[src/hdl/mpr121_pkg.sv]
package mpr121_pkg;

	// ==================================================================
	// bus constants
	// ==================================================================
	localparam logic [6:0] MPR121_ADDR = 7'h5B; // ADDR pin tied to 3Vo
	localparam int SCL_QUARTER = 125; // 50 MHz / (4 * 100 kHz)
	localparam int PRESC_W = $clog2(SCL_QUARTER);
	localparam logic [PRESC_W-1:0] PRESC_LAST = PRESC_W'(SCL_QUARTER - 1);
	localparam int WRITE_SETTLE = 125; // quiet time after a write stop
	localparam int SETTLE_W = $clog2(WRITE_SETTLE);
	localparam logic [SETTLE_W-1:0] SETTLE_LAST = SETTLE_W'(WRITE_SETTLE - 1);

	// ==================================================================
	// engine operations
	// ==================================================================
	localparam int OP_W = 2;
	localparam logic [OP_W-1:0] OP_START = 2'd0; // repeated start when bus owned
	localparam logic [OP_W-1:0] OP_WRITE = 2'd1; // byte out, slave ack in
	localparam logic [OP_W-1:0] OP_READ = 2'd2; // byte in, nack out
	localparam logic [OP_W-1:0] OP_STOP = 2'd3;

	// sequencer states and op list length
	localparam int SEQ_W = 3;
	localparam logic [SEQ_W-1:0] SEQ_IDLE = 3'd0;
	localparam logic [SEQ_W-1:0] SEQ_ISSUE = 3'd1; // hand next op to engine
	localparam logic [SEQ_W-1:0] SEQ_WAIT = 3'd2; // op on the bus
	localparam logic [SEQ_W-1:0] SEQ_SETTLE = 3'd3; // post-write delay
	localparam logic [SEQ_W-1:0] SEQ_HOLD = 3'd4; // wait for enable release
	localparam int STEP_W = 3;
	localparam logic [STEP_W-1:0] WR_LAST_STEP = 3'd4; // start, 3 bytes, stop
	localparam logic [STEP_W-1:0] RD_LAST_STEP = 3'd6; // start, 2 bytes, sr, addr, read, stop

	// address byte as sent on the wire, or as address plus r/w
	typedef union packed {
		logic [7:0] raw;
		struct packed {
			logic [6:0] addr;
			logic rw; // 1 = read
		} f;
	} i2c_addr_byte_t;

endpackage
[src/hdl/mpr121_controller.sv]
`timescale 1ns/1ps

module mpr121_controller (
	input  logic i_CLK,
	input  logic i_RSTN,

	// host side, level enable against busy
	input  logic i_wr_en,
	input  logic i_rd_en,
	input  logic [7:0] i_reg_addr,
	input  logic [7:0] i_wr_data,
	output logic [7:0] o_rd_data,
	output logic o_busy,
	output logic o_fail,

	// i2c lines, open drain
	input  logic i_sda, // resolved sda
	output logic o_scl_low, // pull scl down
	output logic o_sda_low // pull sda down
);

	// ==================================================================
	// sequencer <-> engine
	// ==================================================================
	logic w_op_valid;
	logic [mpr121_pkg::OP_W-1:0] w_op_code;
	logic [7:0] w_op_byte;
	logic w_op_ready;
	logic w_op_done;
	logic [7:0] w_rd_byte; // byte shifted in
	logic w_ack_missed; // nack seen on last write

	mpr121_sequencer u_seq (
		.i_CLK        (i_CLK),
		.i_RSTN       (i_RSTN),
		.i_wr_en      (i_wr_en),
		.i_rd_en      (i_rd_en),
		.i_reg_addr   (i_reg_addr),
		.i_wr_data    (i_wr_data),
		.i_op_ready   (w_op_ready),
		.i_op_done    (w_op_done),
		.i_rd_byte    (w_rd_byte),
		.i_ack_missed (w_ack_missed),
		.o_op_valid   (w_op_valid),
		.o_op_code    (w_op_code),
		.o_op_byte    (w_op_byte),
		.o_rd_data    (o_rd_data),
		.o_busy       (o_busy),
		.o_fail       (o_fail)
	);

	i2c_byte_engine u_engine (
		.i_CLK        (i_CLK),
		.i_RSTN       (i_RSTN),
		.i_op_valid   (w_op_valid),
		.i_op_code    (w_op_code),
		.i_op_byte    (w_op_byte),
		.i_sda        (i_sda),
		.o_op_ready   (w_op_ready),
		.o_op_done    (w_op_done),
		.o_rd_byte    (w_rd_byte),
		.o_ack_missed (w_ack_missed),
		.o_scl_low    (o_scl_low),
		.o_sda_low    (o_sda_low)
	);

endmodule

[src/hdl/mpr121_sequencer.sv]
`timescale 1ns/1ps

module mpr121_sequencer (
	input  logic i_CLK,
	input  logic i_RSTN,
	input  logic i_wr_en, // write has priority
	input  logic i_rd_en,
	input  logic [7:0] i_reg_addr,
	input  logic [7:0] i_wr_data,
	input  logic i_op_ready,
	input  logic i_op_done,
	input  logic [7:0] i_rd_byte,
	input  logic i_ack_missed,
	output logic o_op_valid,
	output logic [mpr121_pkg::OP_W-1:0] o_op_code,
	output logic [7:0] o_op_byte,
	output logic [7:0] o_rd_data,
	output logic o_busy,
	output logic o_fail
);

	logic [mpr121_pkg::SEQ_W-1:0] r_state;
	logic [mpr121_pkg::STEP_W-1:0] r_step; // index into op list
	logic r_is_read;
	logic r_fail_pend; // nack seen, heading for stop
	logic [mpr121_pkg::SETTLE_W-1:0] r_settle;
	logic [7:0] r_reg_addr; // latched request
	logic [7:0] r_wr_data;
	logic [7:0] r_rd_hold; // read byte until busy drops

	logic [mpr121_pkg::STEP_W-1:0] w_last_step;
	logic [mpr121_pkg::OP_W-1:0] w_code;
	logic [7:0] w_byte;
	mpr121_pkg::i2c_addr_byte_t w_addr_wr;
	mpr121_pkg::i2c_addr_byte_t w_addr_rd;

	assign w_last_step = r_is_read ? mpr121_pkg::RD_LAST_STEP : mpr121_pkg::WR_LAST_STEP;

	// ==================================================================
	// op list decode
	// write: S, addr+W, reg, data, P
	// read:  S, addr+W, reg, Sr, addr+R, read, P
	// ==================================================================
	always_comb
	begin
		w_addr_wr.f.addr = mpr121_pkg::MPR121_ADDR;
		w_addr_wr.f.rw = 1'b0;
		w_addr_rd.f.addr = mpr121_pkg::MPR121_ADDR;
		w_addr_rd.f.rw = 1'b1;
		w_code = mpr121_pkg::OP_STOP;
		w_byte = 8'h00; // don't care for start/stop/read
		case (r_step)
			3'd0: w_code = mpr121_pkg::OP_START;
			3'd1:
			begin
				w_code = mpr121_pkg::OP_WRITE;
				w_byte = w_addr_wr.raw;
			end
			3'd2:
			begin
				w_code = mpr121_pkg::OP_WRITE;
				w_byte = r_reg_addr; // command byte
			end
			3'd3:
			begin
				if (r_is_read)
					w_code = mpr121_pkg::OP_START; // becomes Sr in engine
				else
				begin
					w_code = mpr121_pkg::OP_WRITE;
					w_byte = r_wr_data;
				end
			end
			3'd4:
			begin
				if (r_is_read)
				begin
					w_code = mpr121_pkg::OP_WRITE;
					w_byte = w_addr_rd.raw;
				end
			end
			3'd5: w_code = mpr121_pkg::OP_READ; // read list only
			default: w_code = mpr121_pkg::OP_STOP;
		endcase
	end

	// request and read byte, no reset needed
	always_ff @(posedge i_CLK)
	begin
		if (r_state == mpr121_pkg::SEQ_IDLE)
		begin
			r_reg_addr <= i_reg_addr;
			r_wr_data <= i_wr_data;
		end
		if (i_op_done && (o_op_code == mpr121_pkg::OP_READ))
			r_rd_hold <= i_rd_byte;
	end

	// ==================================================================
	// transaction FSM
	// ==================================================================
	always_ff @(posedge i_CLK or negedge i_RSTN)
	begin
		if (!i_RSTN)
		begin
			r_state <= mpr121_pkg::SEQ_IDLE;
			r_step <= '0;
			r_is_read <= 1'b0;
			r_fail_pend <= 1'b0;
			r_settle <= '0;
			o_op_valid <= 1'b0;
			o_op_code <= mpr121_pkg::OP_STOP;
			o_op_byte <= 8'h00;
			o_rd_data <= 8'h00;
			o_busy <= 1'b0;
			o_fail <= 1'b0;
		end
		else
		begin
			o_op_valid <= 1'b0; // single-cycle strobe
			case (r_state)
				mpr121_pkg::SEQ_IDLE:
				begin
					if (i_wr_en || i_rd_en)
					begin
						r_is_read <= !i_wr_en;
						r_step <= '0;
						r_fail_pend <= 1'b0;
						o_busy <= 1'b1;
						o_fail <= 1'b0; // cleared on accept
						r_state <= mpr121_pkg::SEQ_ISSUE;
					end
				end
				mpr121_pkg::SEQ_ISSUE:
				begin
					if (i_op_ready)
					begin
						o_op_valid <= 1'b1;
						o_op_code <= w_code;
						o_op_byte <= w_byte;
						r_state <= mpr121_pkg::SEQ_WAIT;
					end
				end
				mpr121_pkg::SEQ_WAIT:
				begin
					if (i_op_done)
					begin
						if (o_op_code == mpr121_pkg::OP_STOP)
						begin
							if (!r_is_read && !r_fail_pend)
							begin
								r_settle <= '0;
								r_state <= mpr121_pkg::SEQ_SETTLE;
							end
							else
							begin
								o_busy <= 1'b0;
								o_fail <= r_fail_pend;
								if (r_is_read && !r_fail_pend)
									o_rd_data <= r_rd_hold;
								r_state <= mpr121_pkg::SEQ_HOLD;
							end
						end
						else if (i_ack_missed)
						begin
							// abort, jump straight to stop
							r_fail_pend <= 1'b1;
							r_step <= w_last_step;
							r_state <= mpr121_pkg::SEQ_ISSUE;
						end
						else
						begin
							r_step <= r_step + 1'b1;
							r_state <= mpr121_pkg::SEQ_ISSUE;
						end
					end
				end
				mpr121_pkg::SEQ_SETTLE:
				begin
					if (r_settle == mpr121_pkg::SETTLE_LAST)
					begin
						o_busy <= 1'b0;
						r_state <= mpr121_pkg::SEQ_HOLD;
					end
					else
						r_settle <= r_settle + 1'b1;
				end
				mpr121_pkg::SEQ_HOLD:
				begin
					if (!i_wr_en && !i_rd_en) // no restart on held enable
						r_state <= mpr121_pkg::SEQ_IDLE;
				end
				default: r_state <= mpr121_pkg::SEQ_IDLE;
			endcase
		end
	end

endmodule

[src/hdl/i2c_byte_engine.sv]
`timescale 1ns/1ps

module i2c_byte_engine (
	input  logic i_CLK,
	input  logic i_RSTN,
	input  logic i_op_valid,
	input  logic [mpr121_pkg::OP_W-1:0] i_op_code,
	input  logic [7:0] i_op_byte,
	input  logic i_sda, // resolved line
	output logic o_op_ready,
	output logic o_op_done,
	output logic [7:0] o_rd_byte,
	output logic o_ack_missed,
	output logic o_scl_low,
	output logic o_sda_low
);

	logic r_active; // op in progress
	logic [mpr121_pkg::OP_W-1:0] r_code;
	logic [mpr121_pkg::PRESC_W-1:0] r_presc; // clocks within a quarter
	logic [5:0] r_phase; // quarter index within op
	logic r_owned; // we issued a start, no stop yet
	logic [7:0] r_shift;
	logic r_ready;
	logic r_done;
	logic r_ack_missed;
	logic r_scl_low;
	logic r_sda_low;

	logic w_accept;
	logic w_qstart; // first clock of a quarter
	logic w_qend; // last clock of a quarter
	logic w_is_byte;
	logic w_last;
	logic [3:0] w_bit; // 0..7 data, 8 ack
	logic [1:0] w_quarter;

	assign w_accept = i_op_valid && r_ready;
	assign w_qstart = r_active && (r_presc == '0);
	assign w_qend = r_active && (r_presc == mpr121_pkg::PRESC_LAST);
	assign w_is_byte = (r_code == mpr121_pkg::OP_WRITE) || (r_code == mpr121_pkg::OP_READ);
	assign w_last = w_is_byte ? (r_phase == 6'd35) : (r_phase == 6'd3); // 36 or 4 quarters
	assign w_bit = r_phase[5:2];
	assign w_quarter = r_phase[1:0];

	assign o_op_ready = r_ready;
	assign o_op_done = r_done;
	assign o_rd_byte = r_shift;
	assign o_ack_missed = r_ack_missed;
	assign o_scl_low = r_scl_low;
	assign o_sda_low = r_sda_low;

	// ==================================================================
	// shift register, MSB first both ways
	// ==================================================================
	always_ff @(posedge i_CLK)
	begin
		if (w_accept)
			r_shift <= i_op_byte;
		else if (w_qstart && w_is_byte && (w_quarter == 2'd2) && (w_bit != 4'd8))
			r_shift <= {r_shift[6:0], i_sda}; // mid scl high
	end

	// ==================================================================
	// quarter sequencing and line control
	// each bit: q0 set sda, q1 scl up, q2 sample, q3 scl down
	// ==================================================================
	always_ff @(posedge i_CLK or negedge i_RSTN)
	begin
		if (!i_RSTN)
		begin
			r_active <= 1'b0;
			r_code <= mpr121_pkg::OP_STOP;
			r_presc <= '0;
			r_phase <= '0;
			r_owned <= 1'b0;
			r_ready <= 1'b1;
			r_done <= 1'b0;
			r_ack_missed <= 1'b0;
			r_scl_low <= 1'b0; // both lines released
			r_sda_low <= 1'b0;
		end
		else
		begin
			r_done <= 1'b0;
			if (w_accept)
			begin
				r_active <= 1'b1;
				r_code <= i_op_code;
				r_ready <= 1'b0;
				r_ack_missed <= 1'b0;
				r_presc <= '0;
				r_phase <= '0;
			end
			else if (r_active)
			begin
				// prescaler and phase
				if (w_qend)
				begin
					r_presc <= '0;
					if (w_last)
					begin
						r_active <= 1'b0;
						r_ready <= 1'b1;
						r_done <= 1'b1;
					end
					else
						r_phase <= r_phase + 1'b1;
				end
				else
					r_presc <= r_presc + 1'b1;

				if (w_qstart)
				begin
					case (r_code)
						mpr121_pkg::OP_START:
						begin
							case (w_quarter)
								2'd0:
								begin
									if (r_owned)
										r_sda_low <= 1'b0; // sr setup, scl still low
								end
								2'd1: r_scl_low <= 1'b0;
								2'd2: r_sda_low <= 1'b1; // sda falls, scl high
								default:
								begin
									r_scl_low <= 1'b1;
									r_owned <= 1'b1;
								end
							endcase
						end
						mpr121_pkg::OP_STOP:
						begin
							// stop on an idle bus would glitch a start
							if (r_owned)
							begin
								case (w_quarter)
									2'd0: r_sda_low <= 1'b1; // sda low under scl low
									2'd1: r_scl_low <= 1'b0;
									2'd2: r_sda_low <= 1'b0; // sda rises, scl high
									default: r_owned <= 1'b0;
								endcase
							end
						end
						default:
						begin
							// write or read byte plus ack slot
							case (w_quarter)
								2'd0:
								begin
									// read and ack slot release sda (nack on read)
									r_sda_low <= (r_code == mpr121_pkg::OP_WRITE) &&
										(w_bit != 4'd8) && !r_shift[7];
								end
								2'd1: r_scl_low <= 1'b0;
								2'd2:
								begin
									if (w_bit == 4'd8)
										r_ack_missed <= (r_code == mpr121_pkg::OP_WRITE) && i_sda;
								end
								default: r_scl_low <= 1'b1;
							endcase
						end
					endcase
				end
			end
		end
	end

endmodule

[config.mk]
export PLATFORM = sky130hd
export DESIGN_NAME = mpr121_controller
export DESIGN_NICKNAME = d
export VERILOG_FILES = /design/src/hdl/mpr121_pkg.sv /design/src/hdl/mpr121_controller.sv /design/src/hdl/mpr121_sequencer.sv /design/src/hdl/i2c_byte_engine.sv
export SDC_FILE = /design/constraint.sdc
export NUM_CORES = 1
export LEC_CHECK = 0
export BUFFER_PORTS_ARGS = -buffer_cell sky130_fd_sc_hd__buf_2
export CAP_MARGIN = 20
export CORE_MARGIN = 2
export CORE_UTILIZATION = 26
export DETAILED_ROUTE_END_ITERATION = 10
export HOLD_SLACK_MARGIN = 0.02
export PLACE_DENSITY = 0.42
export SLEW_MARGIN = 20
export SYNTH_ARGS = -nofsm -noshare
export SYNTH_HDL_FRONTEND = slang
export SYNTH_SLANG_ARGS = --single-unit
export TNS_END_PERCENT = 50
[constraint.sdc]
create_clock -name i_CLK -period 2.68 [get_ports i_CLK]
set_clock_uncertainty 0.2 [all_clocks]
set_input_delay 0.134 -clock i_CLK [delete_from_list [all_inputs] [get_ports i_CLK]]
set_output_delay 0.134 -clock i_CLK [all_outputs]
set_load 0.005 [all_outputs]
==> summary.txt, run 1 <==
Timing
  • Max_slew headroom: 48.4%
  • Worst setup slack after layout: 0.444 ns
  • Fin crit share: 83.4%
  • RSZ-0062 raised after global routing: false
  • Minimum hold slack: 0.206 ns
  • TNS Setup: 0 ns
  • Fin crit period: 2.24 ns
  • Final hold vios: 0
  • Setup violations, final: 0
  • Slew Viols, Final: 0
  • Fmax: 447 MHz
  • Slew @ Worst Pin: 0.774 ns

Clock network
  • Clock insertion delay at the later pin of the skew report: 0.34 ns
  • CTS buffer count: 9
  • Post-CTS Resized: 0
  • TritonCTS Sinks: 90
  • H-tree level count: 3
  • CTS Root Cell: clkbuf_16
  • Max clock buf depth: 2
  • Worst-path clk slew: 0.06 ns
  • CTS tree: built

Cells and area
  • Final #Nets: 479
  • Fin util: 32.6%
  • Layout cells sized above 1: 17.7%
  • P&R area growth vs syn: 22.2%
  • Diode count: 0
  • Filler cells: 1677

Synth
  • Mapped Avg Cell Area: 10.9 sq um
  • Flops & latches, synth: 90
  • Synth unique cells: 61
  • Mapped cell area: 0.00424 sq mm
  • Syn nets: 426
  • Most frequent cell after synthesis: nand2_1
  • Share of the synthesized area in the top cell type: 31.3%
  • Post-synth top area cell: dfrtp_1
  • Sequential-to-total area share from yosys stat: 57.1%
  • EDFF count, synth: 32
  • Synth cell count leaders: 57 x nand2_1, 53 x dfrtp_1, 32 x edfxtp_1
  • Synth top area cells: dfrtp_1 31%, edfxtp_1 23%, nand2_1 5.0%
  • Async set-reset flop share out of synthesis: 64.4%
  • Syn. warnings: 0
  • Synth Instances: 389
  • Main synth FF type: dfrtp_1

Drt
  • Remaining DRCs: 0
  • Per-cell routed wire length: 13.5 um
  • Via count: 2972
  • Antenna Violating Nets Remaining: 0
  • Initial drt markers: 176
  • Post-Route WL: 8960 um
  • First-pass detailed-route iteration total: 4
  • Via density: 4.48

Critical path
  • Crit. End Element: flop
  • Critical Setup Path Class: flop to flop
  • FF-to-FF End: u_engine.r_phase[2]
  • Reg2reg path depth: 6
  • Crit path DAT: 2.31 ns
  • Worst EP required: 2.75 ns
  • Critical R2R Launch: u_engine.r_code[0]
  • Nature of the critical path startpoint: flop
  • Crit-path max FO: 5
  • Reg2reg setup slack: 0.44 ns

Global route
  • Largest net degree at the start of global routing: 34
  • Total gr overflow: 0
  • GRT Resource Usage Total: 11.0%
  • Top Usage Layer GRT: met2
  • Met1 GRT Util: 14.4%
  • Routing usage on met3: 2.28%
  • GR Util met2: 16.6%
  • Vias in the first global route: 2956
  • First-pass GRT wire length: 15100 um
  • Antenna violations before repair: 0

Die
  • Die X: 132 um
  • I/O pin total: 33
  • Die height: 132 um
  • Num rows: 46
  • Die Area: 0.0173 sq mm
  • Core Region: 0.0159 sq mm
  • Initial Utilization: 26.7%

Power
  • Share of total power in the clock network: 47.3%
  • Leak: 2.18 nW
  • Internal power component: 0.00233 W
  • Switching power: 0.000598 W
  • Sequential group share of total power: 49.1%
  • Cell Pwr Density: 565 mW/mm^2
  • Logic gate share of total power: 3.5%
  • Overall Power: 0.00292 W
  • Sw Share: 20.4%
  • Peak VDD IR: 281 uV

Status
  • Outcome: finished, final reports clean

Placement
  • GP Congestion: 0.738
  • Hpwl dp: 6070 um
  • Pre-CTS setup slack: 0.479 ns
  • Port Buffers: 32

Run
  • Max-cap viol count: 0

Hold path
  • Min-delay worst type: input port to asynchronous set/reset pin
## sequential cells by signal (all words and copies together), names as in the netlist, 2 cells and up
signal,flops
u_seq.r_state,3
u_seq.o_op_code,2
u_seq.o_rd_data,8
u_seq.r_reg_addr,8
u_seq.r_rd_hold,8
u_engine.o_rd_byte,8
u_seq.r_step,3
u_seq.r_settle,7
u_seq.r_wr_data,8
u_engine.r_presc,7
u_seq.o_op_byte,8
u_engine.r_code,2
u_engine.r_phase,6
## metrics by stage
step | cells | cell area (sq um)
final | 663 | 5180
after global routing | 663 | 5180
after CTS | 663 | 5180
after detailed placement | 626 | 4640
after global placement | 626 | 4640
after floorplan | 389 | 4240
## placed cells by master (no fill, tap or decap), types with 3 or more instances in the layout
master         synthesis  routed
o22ai_1                3       3
nor2b_1                5       5
nand2b_1               7       7
nand2_1               57      57
ha_1                  16      16
a211o_1                3       3
inv_1                 17      17
a221oi_1               5       5
nor3_1                 8       7
clkbuf_16              0       9
o21ai_0               22      22
mux2_2                 9       9
dlygate4sd3_1          0      21
mux2i_1                4       4
nor2_1                15      15
buf_2                  5      32
nand4_1                6       6
and3_1                 6       6
dfrtp_1               53      53
a31oi_1                7       7
buf_4                  0       7
nand3_1               19      19
a21oi_1               21      21
dfstp_2                5       5
edfxtp_1              32      32
xnor2_1                3       3
## logic make-up after synthesis
kind of cell	Yosys count	share of synthesized area, %
and+or+nand+nor	143	17.3
DFF	90	57.1
AOI/OAI and AO/OA	87	13.2
buffers and inverters	36	3.57
adders and majority gates	16	4.72
muxes	13	3.34
xor gates and xnor gates	4	0.827
## power groups by stage
stage | Sequential [W] | Clock (W) | Combinational [W]
2_1_floorplan | 0.00146 | 0 | 0.0000354
3_3_place_gp | 0.00146 | 0 | 0.0000805
3_5_place_dp | 0.00146 | 0 | 0.0000815
4_1_cts | 0.00144 | 0.00143 | 0.000106
5_1_grt | 0.00144 | 0.00148 | 0.000117
6_report | 0.00144 | 0.00138 | 0.000103
## repair_timing
action                                 in CTS  in global routing
endpoints found under the hold margin      49                  0
hold buffers                               21                  0
buffers inserted                            0                  0
## how the worst max path moves through the flow
stage,from,endpoint
floorplan,u_seq.r_state[1],u_seq.r_fail_pend
global placement,u_engine.r_code[0],u_engine.r_phase[2]
detailed placement,u_engine.r_code[0],u_engine.r_phase[2]
CTS,u_engine.r_code[0],u_engine.r_phase[2]
global route,u_engine.r_code[0],u_engine.r_phase[2]
finish,u_engine.r_code[0],u_engine.r_phase[2]
## final cells by class
cell class | instances | area (sq um) | share of cell area [%]
flip-flops and latches | 90 | 2420 | 46.7
repair buffers | 60 | 423 | 8.17
multi-input cells | 263 | 1670 | 32.3
clock inverters | 4 | 77.6 | 1.50
inverters | 18 | 68.8 | 1.33
well taps | 216 | 270 | 5.22
clock buffers | 12 | 246 | 4.76
## worst max-delay path, stage by stage (launching register included)
cell,delay [ns]
dfstp_2,0.54
inv_1,0.06
ha_1,0.35
xnor2_1,0.16
and3_4,0.20
or4_1,0.50
a21oi_1,0.14
## layer usage
layer / part of all wire [%] / vias to the layer above / wire [um]
li1: - / 1515 / -
met1: 50 / 1398 / 4480
met2: 44 / 43 / 3940
met3: 3.0 / 16 / 271
met4: 3.1 / 0 / 276
met5: 0 / - / 0
Note: power is estimated with default switching activity, not from simulation.
==> run 2: changes to the inputs <==
--- a/config.mk
+++ b/config.mk
@@ -5,6 +5,7 @@
 export SDC_FILE = /design/constraint.sdc
 export NUM_CORES = 1
 export LEC_CHECK = 0
+export ABC_AREA = 1
 export BUFFER_PORTS_ARGS = -buffer_cell sky130_fd_sc_hd__buf_2
 export CAP_MARGIN = 20
 export CORE_MARGIN = 2
==> constraint.sdc (replaced) <==
create_clock -name i_CLK -period 1.8 [get_ports i_CLK]
set_clock_uncertainty 0.2 [all_clocks]
set_input_delay 0.09 -clock i_CLK [delete_from_list [all_inputs] [get_ports i_CLK]]
set_output_delay 0.09 -clock i_CLK [all_outputs]
set_load 0.005 [all_outputs]
==> summary.txt, run 2 <==
Clock network
  • CTS tree: built (unchanged)
  • Clock insertion delay at the later pin of the skew report: 0.34 ns (about the same)
  • CTS Root Cell: clkbuf_16 (unchanged)
  • CTS buffer count: 9 (unchanged)
  • H-tree level count: 3 (unchanged)
  • Max clock buf depth: 2 (unchanged)
  • Worst-path clk slew: 0.07 ns (was 0.06 ns)
  • TritonCTS Sinks: 90 (unchanged)

Critical path
  • FF-to-FF End: u_engine.r_phase[2] (unchanged)
  • Crit path to: u_engine.r_phase[2] (unchanged)
  • Reg2reg setup slack: 0.03 ns (was 0.44 ns)
  • Crit. End Element: flop (unchanged)
  • Max stage delay cell, worst path: dfstp_2 (unchanged)
  • Critical path origin: u_engine.r_code[1] (was u_engine.r_code[0])
  • Worst EP required: 1.82 ns (was 2.75 ns)
  • Crit-path max FO: 7 (was 5)
  • Largest stage delay on the critical path: 0.54 ns (about the same)
  • Critical R2R Launch: u_engine.r_code[1] (was u_engine.r_code[0])
  • Critical Setup Path Class: flop to flop (unchanged)
  • Crit-path cells: inv_2 -> ha_4 -> inv_4 -> nand2_2 -> nand3_2 -> nor2_2 -> buf_4 -> nor2_4 -> o21ai_0 (was inv_1 -> ha_1 -> xnor2_1 -> and3_4 -> or4_1 -> a21oi_1)
  • Reg2reg path depth: 9 (was 6)
  • Nature of the critical path startpoint: flop (unchanged)
  • Crit path DAT: 1.79 ns (was 2.31 ns)

Global route
  • Largest net degree at the start of global routing: 59 (was 34)
  • Vias in the first global route: 3324 (was 2956)
  • First-pass GRT wire length: 16000 um (was 15100 um)
  • Total gr overflow: 0 (unchanged)
  • GRT Resource Usage Total: 11.2% (was 11.0%)
  • Antenna violations before repair: 0 (unchanged)

Synth
  • Synth Instances: 502 (was 389)
  • Post-Synth XOR/XNOR Area: 1.18% (was 0.827%)
  • Syn. warnings: 0 (unchanged)
  • EDFF count, synth: 32 (unchanged)
  • Sequential-to-total area share from yosys stat: 54.4% (was 57.1%)
  • Synth Area in Adders: 4.50% (was 4.72%)
  • Mapped Avg Cell Area: 8.86 sq um (was 10.9 sq um)
  • Post-synth top area cell: dfrtp_1 (unchanged)
  • Largest family of logic cells by synthesized area: simple AND/OR/NAND/NOR gates (unchanged)
  • Main synth FF type: dfrtp_1 (unchanged)
  • Post-Synth Simple-Gate Area: 25.4% (was 17.3%)
  • Synth unique cells: 35 (was 61)
  • Flops & latches, synth: 90 (unchanged)
  • Multiplexer share of the synthesized area: 0% (was 3.34%)
  • Syn nets: 539 (was 426)
  • Most frequent cell after synthesis: nand2_1 (unchanged)
  • Mapped cell area: 0.00445 sq mm (was 0.00424 sq mm)
  • Share of the synthesized area in the top cell type: 29.8% (was 31.3%)
  • Synth cell count leaders: 137 x nand2_1, 56 x inv_1, 53 x dfrtp_1 (was 57 x nand2_1, 53 x dfrtp_1, 32 x edfxtp_1)
  • Synth top area cells: dfrtp_1 30%, edfxtp_1 22%, nand2_1 12% (was dfrtp_1 31%, edfxtp_1 23%, nand2_1 5.0%)
  • Async set-reset flop share out of synthesis: 64.4% (unchanged)
  • Compound-gate portion of the synthesized area: 8.38% (was 13.2%)

Timing
  • Minimum hold slack: 0.0875 ns (was 0.206 ns)
  • RSZ-0062 raised after global routing: true (was false)
  • Fin crit period: 1.77 ns (was 2.24 ns)
  • Slew @ Worst Pin: 0.342 ns (was 0.774 ns)
  • Final hold vios: 0 (unchanged)
  • Max_slew headroom: 77.2% (was 48.4%)
  • Fmax: 565 MHz (was 447 MHz)
  • Fin crit share: 98.4% (was 83.4%)
  • Slew Viols, Final: 0 (unchanged)
  • Setup violations, final: 0 (unchanged)

Cells and area
  • Non-filler cells, final: 818 (was 663)
  • Final #Nets: 630 (was 479)
  • P&R area growth vs syn: 29.0% (was 22.2%)
  • Filler cells: 1731 (was 1677)
  • Fin util: 34.5% (was 32.6%)
  • Multi-input gate area: 0.00188 sq mm (was 0.00167 sq mm)
  • Most frequent cells in the layout: 129 x nand2_1, 53 x dfrtp_1, 49 x inv_1, 43 x nand3_1, 39 x o21ai_0 (was 57 x nand2_1, 53 x dfrtp_1, 32 x buf_2, 32 x edfxtp_1, 22 x o21ai_0)
  • Layout cells sized above 1: 22.7% (was 17.7%)
  • Register area: 0.00242 sq mm (unchanged)
  • Fin area: 0.00574 sq mm (was 0.00518 sq mm)
  • Most common cell after layout, fill and taps aside: nand2_1 (unchanged)
  • Diode count: 0 (unchanged)

Die
  • Die height: 135 um (was 132 um)
  • Die Area: 0.0182 sq mm (was 0.0173 sq mm)
  • I/O pin total: 33 (unchanged)
  • Die X: 135 um (was 132 um)
  • Num rows: 47 (was 46)
  • Initial Utilization: 26.7% (about the same)
  • Core Region: 0.0166 sq mm (was 0.0159 sq mm)

Run
  • Max-cap viol count: 0 (unchanged)

Drt
  • Per-cell routed wire length: 11.5 um (was 13.5 um)
  • Remaining DRCs: 0 (unchanged)
  • Via count: 3424 (was 2972)
  • Post-Route WL: 9440 um (was 8960 um)
  • Antenna Violating Nets Remaining: 0 (unchanged)
  • Via density: 4.19 (was 4.48)
  • Initial drt markers: 148 (was 176)
  • First-pass detailed-route iteration total: 4 (unchanged)

Placement
  • Port Buffers: 32 (unchanged)
  • Placed Area: 0.00510 sq mm (was 0.00464 sq mm)
  • GP Congestion: 0.773 (was 0.738)
  • Dpl cells: 777 (was 626)
  • Hpwl dp: 6890 um (was 6070 um)

Power
  • Peak VDD IR: 416 uV (was 281 uV)
  • Cell Pwr Density: 1010 mW/mm^2 (was 565 mW/mm^2)
  • Overall Power: 0.00579 W (was 0.00292 W)
  • Leak: 2.60 nW (was 2.18 nW)

Hold path
  • Min-delay worst type: input port to asynchronous set/reset pin (unchanged)

Status
  • Outcome: finished, final reports clean (unchanged)
## run 2: critical path, delay by kind of cell (launching register included)
family	cells	cell delay (ns)
AO/OA/AOI/OAI	1	0.10
buffers and inverters	3	0.25
AND/OR/NAND/NOR	4	0.31
adder cells (fa/ha/maj)	1	0.25
flip-flops	1	0.54
## run 2: how the worst min path moves through the flow
stage,slack (ns),to,startpoint
after detailed placement,-0.07,u_seq.r_settle[3],i_RSTN
after CTS,0.1,u_seq.r_settle[3],i_RSTN
after global placement,-0.07,u_seq.r_settle[3],i_RSTN
after floorplan,-0.41,u_engine.o_ack_missed,i_RSTN
after global routing,0.13,u_seq.r_settle[3],i_RSTN
final,0.09,u_seq.r_settle[3],i_RSTN
## run 2: area by class of cell
cell class | instances | area share, %
Inverter | 61 | 4.07
Clock inverter | 6 | 1.15
Tap cell | 220 | 4.79
Clock buffer | 10 | 4.16
Timing Repair Buffer | 86 | 10.9
Multi-Input combinational cell | 345 | 32.8
Sequential cell | 90 | 42.1
## run 2: metrics by stage
step                      setup TNS (ns)  setup slack, ns
after global placement            -0.969           -0.102
after global routing              -0.249          -0.0692
after floorplan                  -0.0322          -0.0161
after CTS                        -0.0496          -0.0124
after detailed placement           -1.75           -0.175
final                                  0           0.0289
## run 2: repair_timing
item                                    CTS  global route
resized for setup                         6            33
pin swaps                                 4             9
setup buffers                             1             4
hold buffers                             20             0
endpoints found under the setup margin   22            34
hold endpoints to repair                 78             0
## run 2: routing by layer
layer / share of wire [%] / GRT usage [%] / up-vias
li1: - / - / 1820
met1: 51 / 15.5 / 1551
met2: 43 / 16.9 / 47
met3: 4.5 / 3.45 / 6
met4: 1.4 / 3.51 / 0
met5: 0 / 0 / -
## run 2: cells by family (layout without fill, tap and decap cells)
| family | after synthesis | count (layout) |
|---|---|---|
| xor gates and xnor gates | 6 | 6 |
| and+or+nand+nor | 252 | 252 |
| DFF | 90 | 90 |
| adders and majority gates | 16 | 16 |
| AOI/OAI and AO/OA | 71 | 71 |
| buffers and inverters | 67 | 163 |
## run 2: power breakdown
part           leakage [nW]  internal (W)  switching (W)
clock                 0.142       0.00111       0.000803
combinational          1.39      0.000446       0.000775
sequential             1.07       0.00244       0.000208
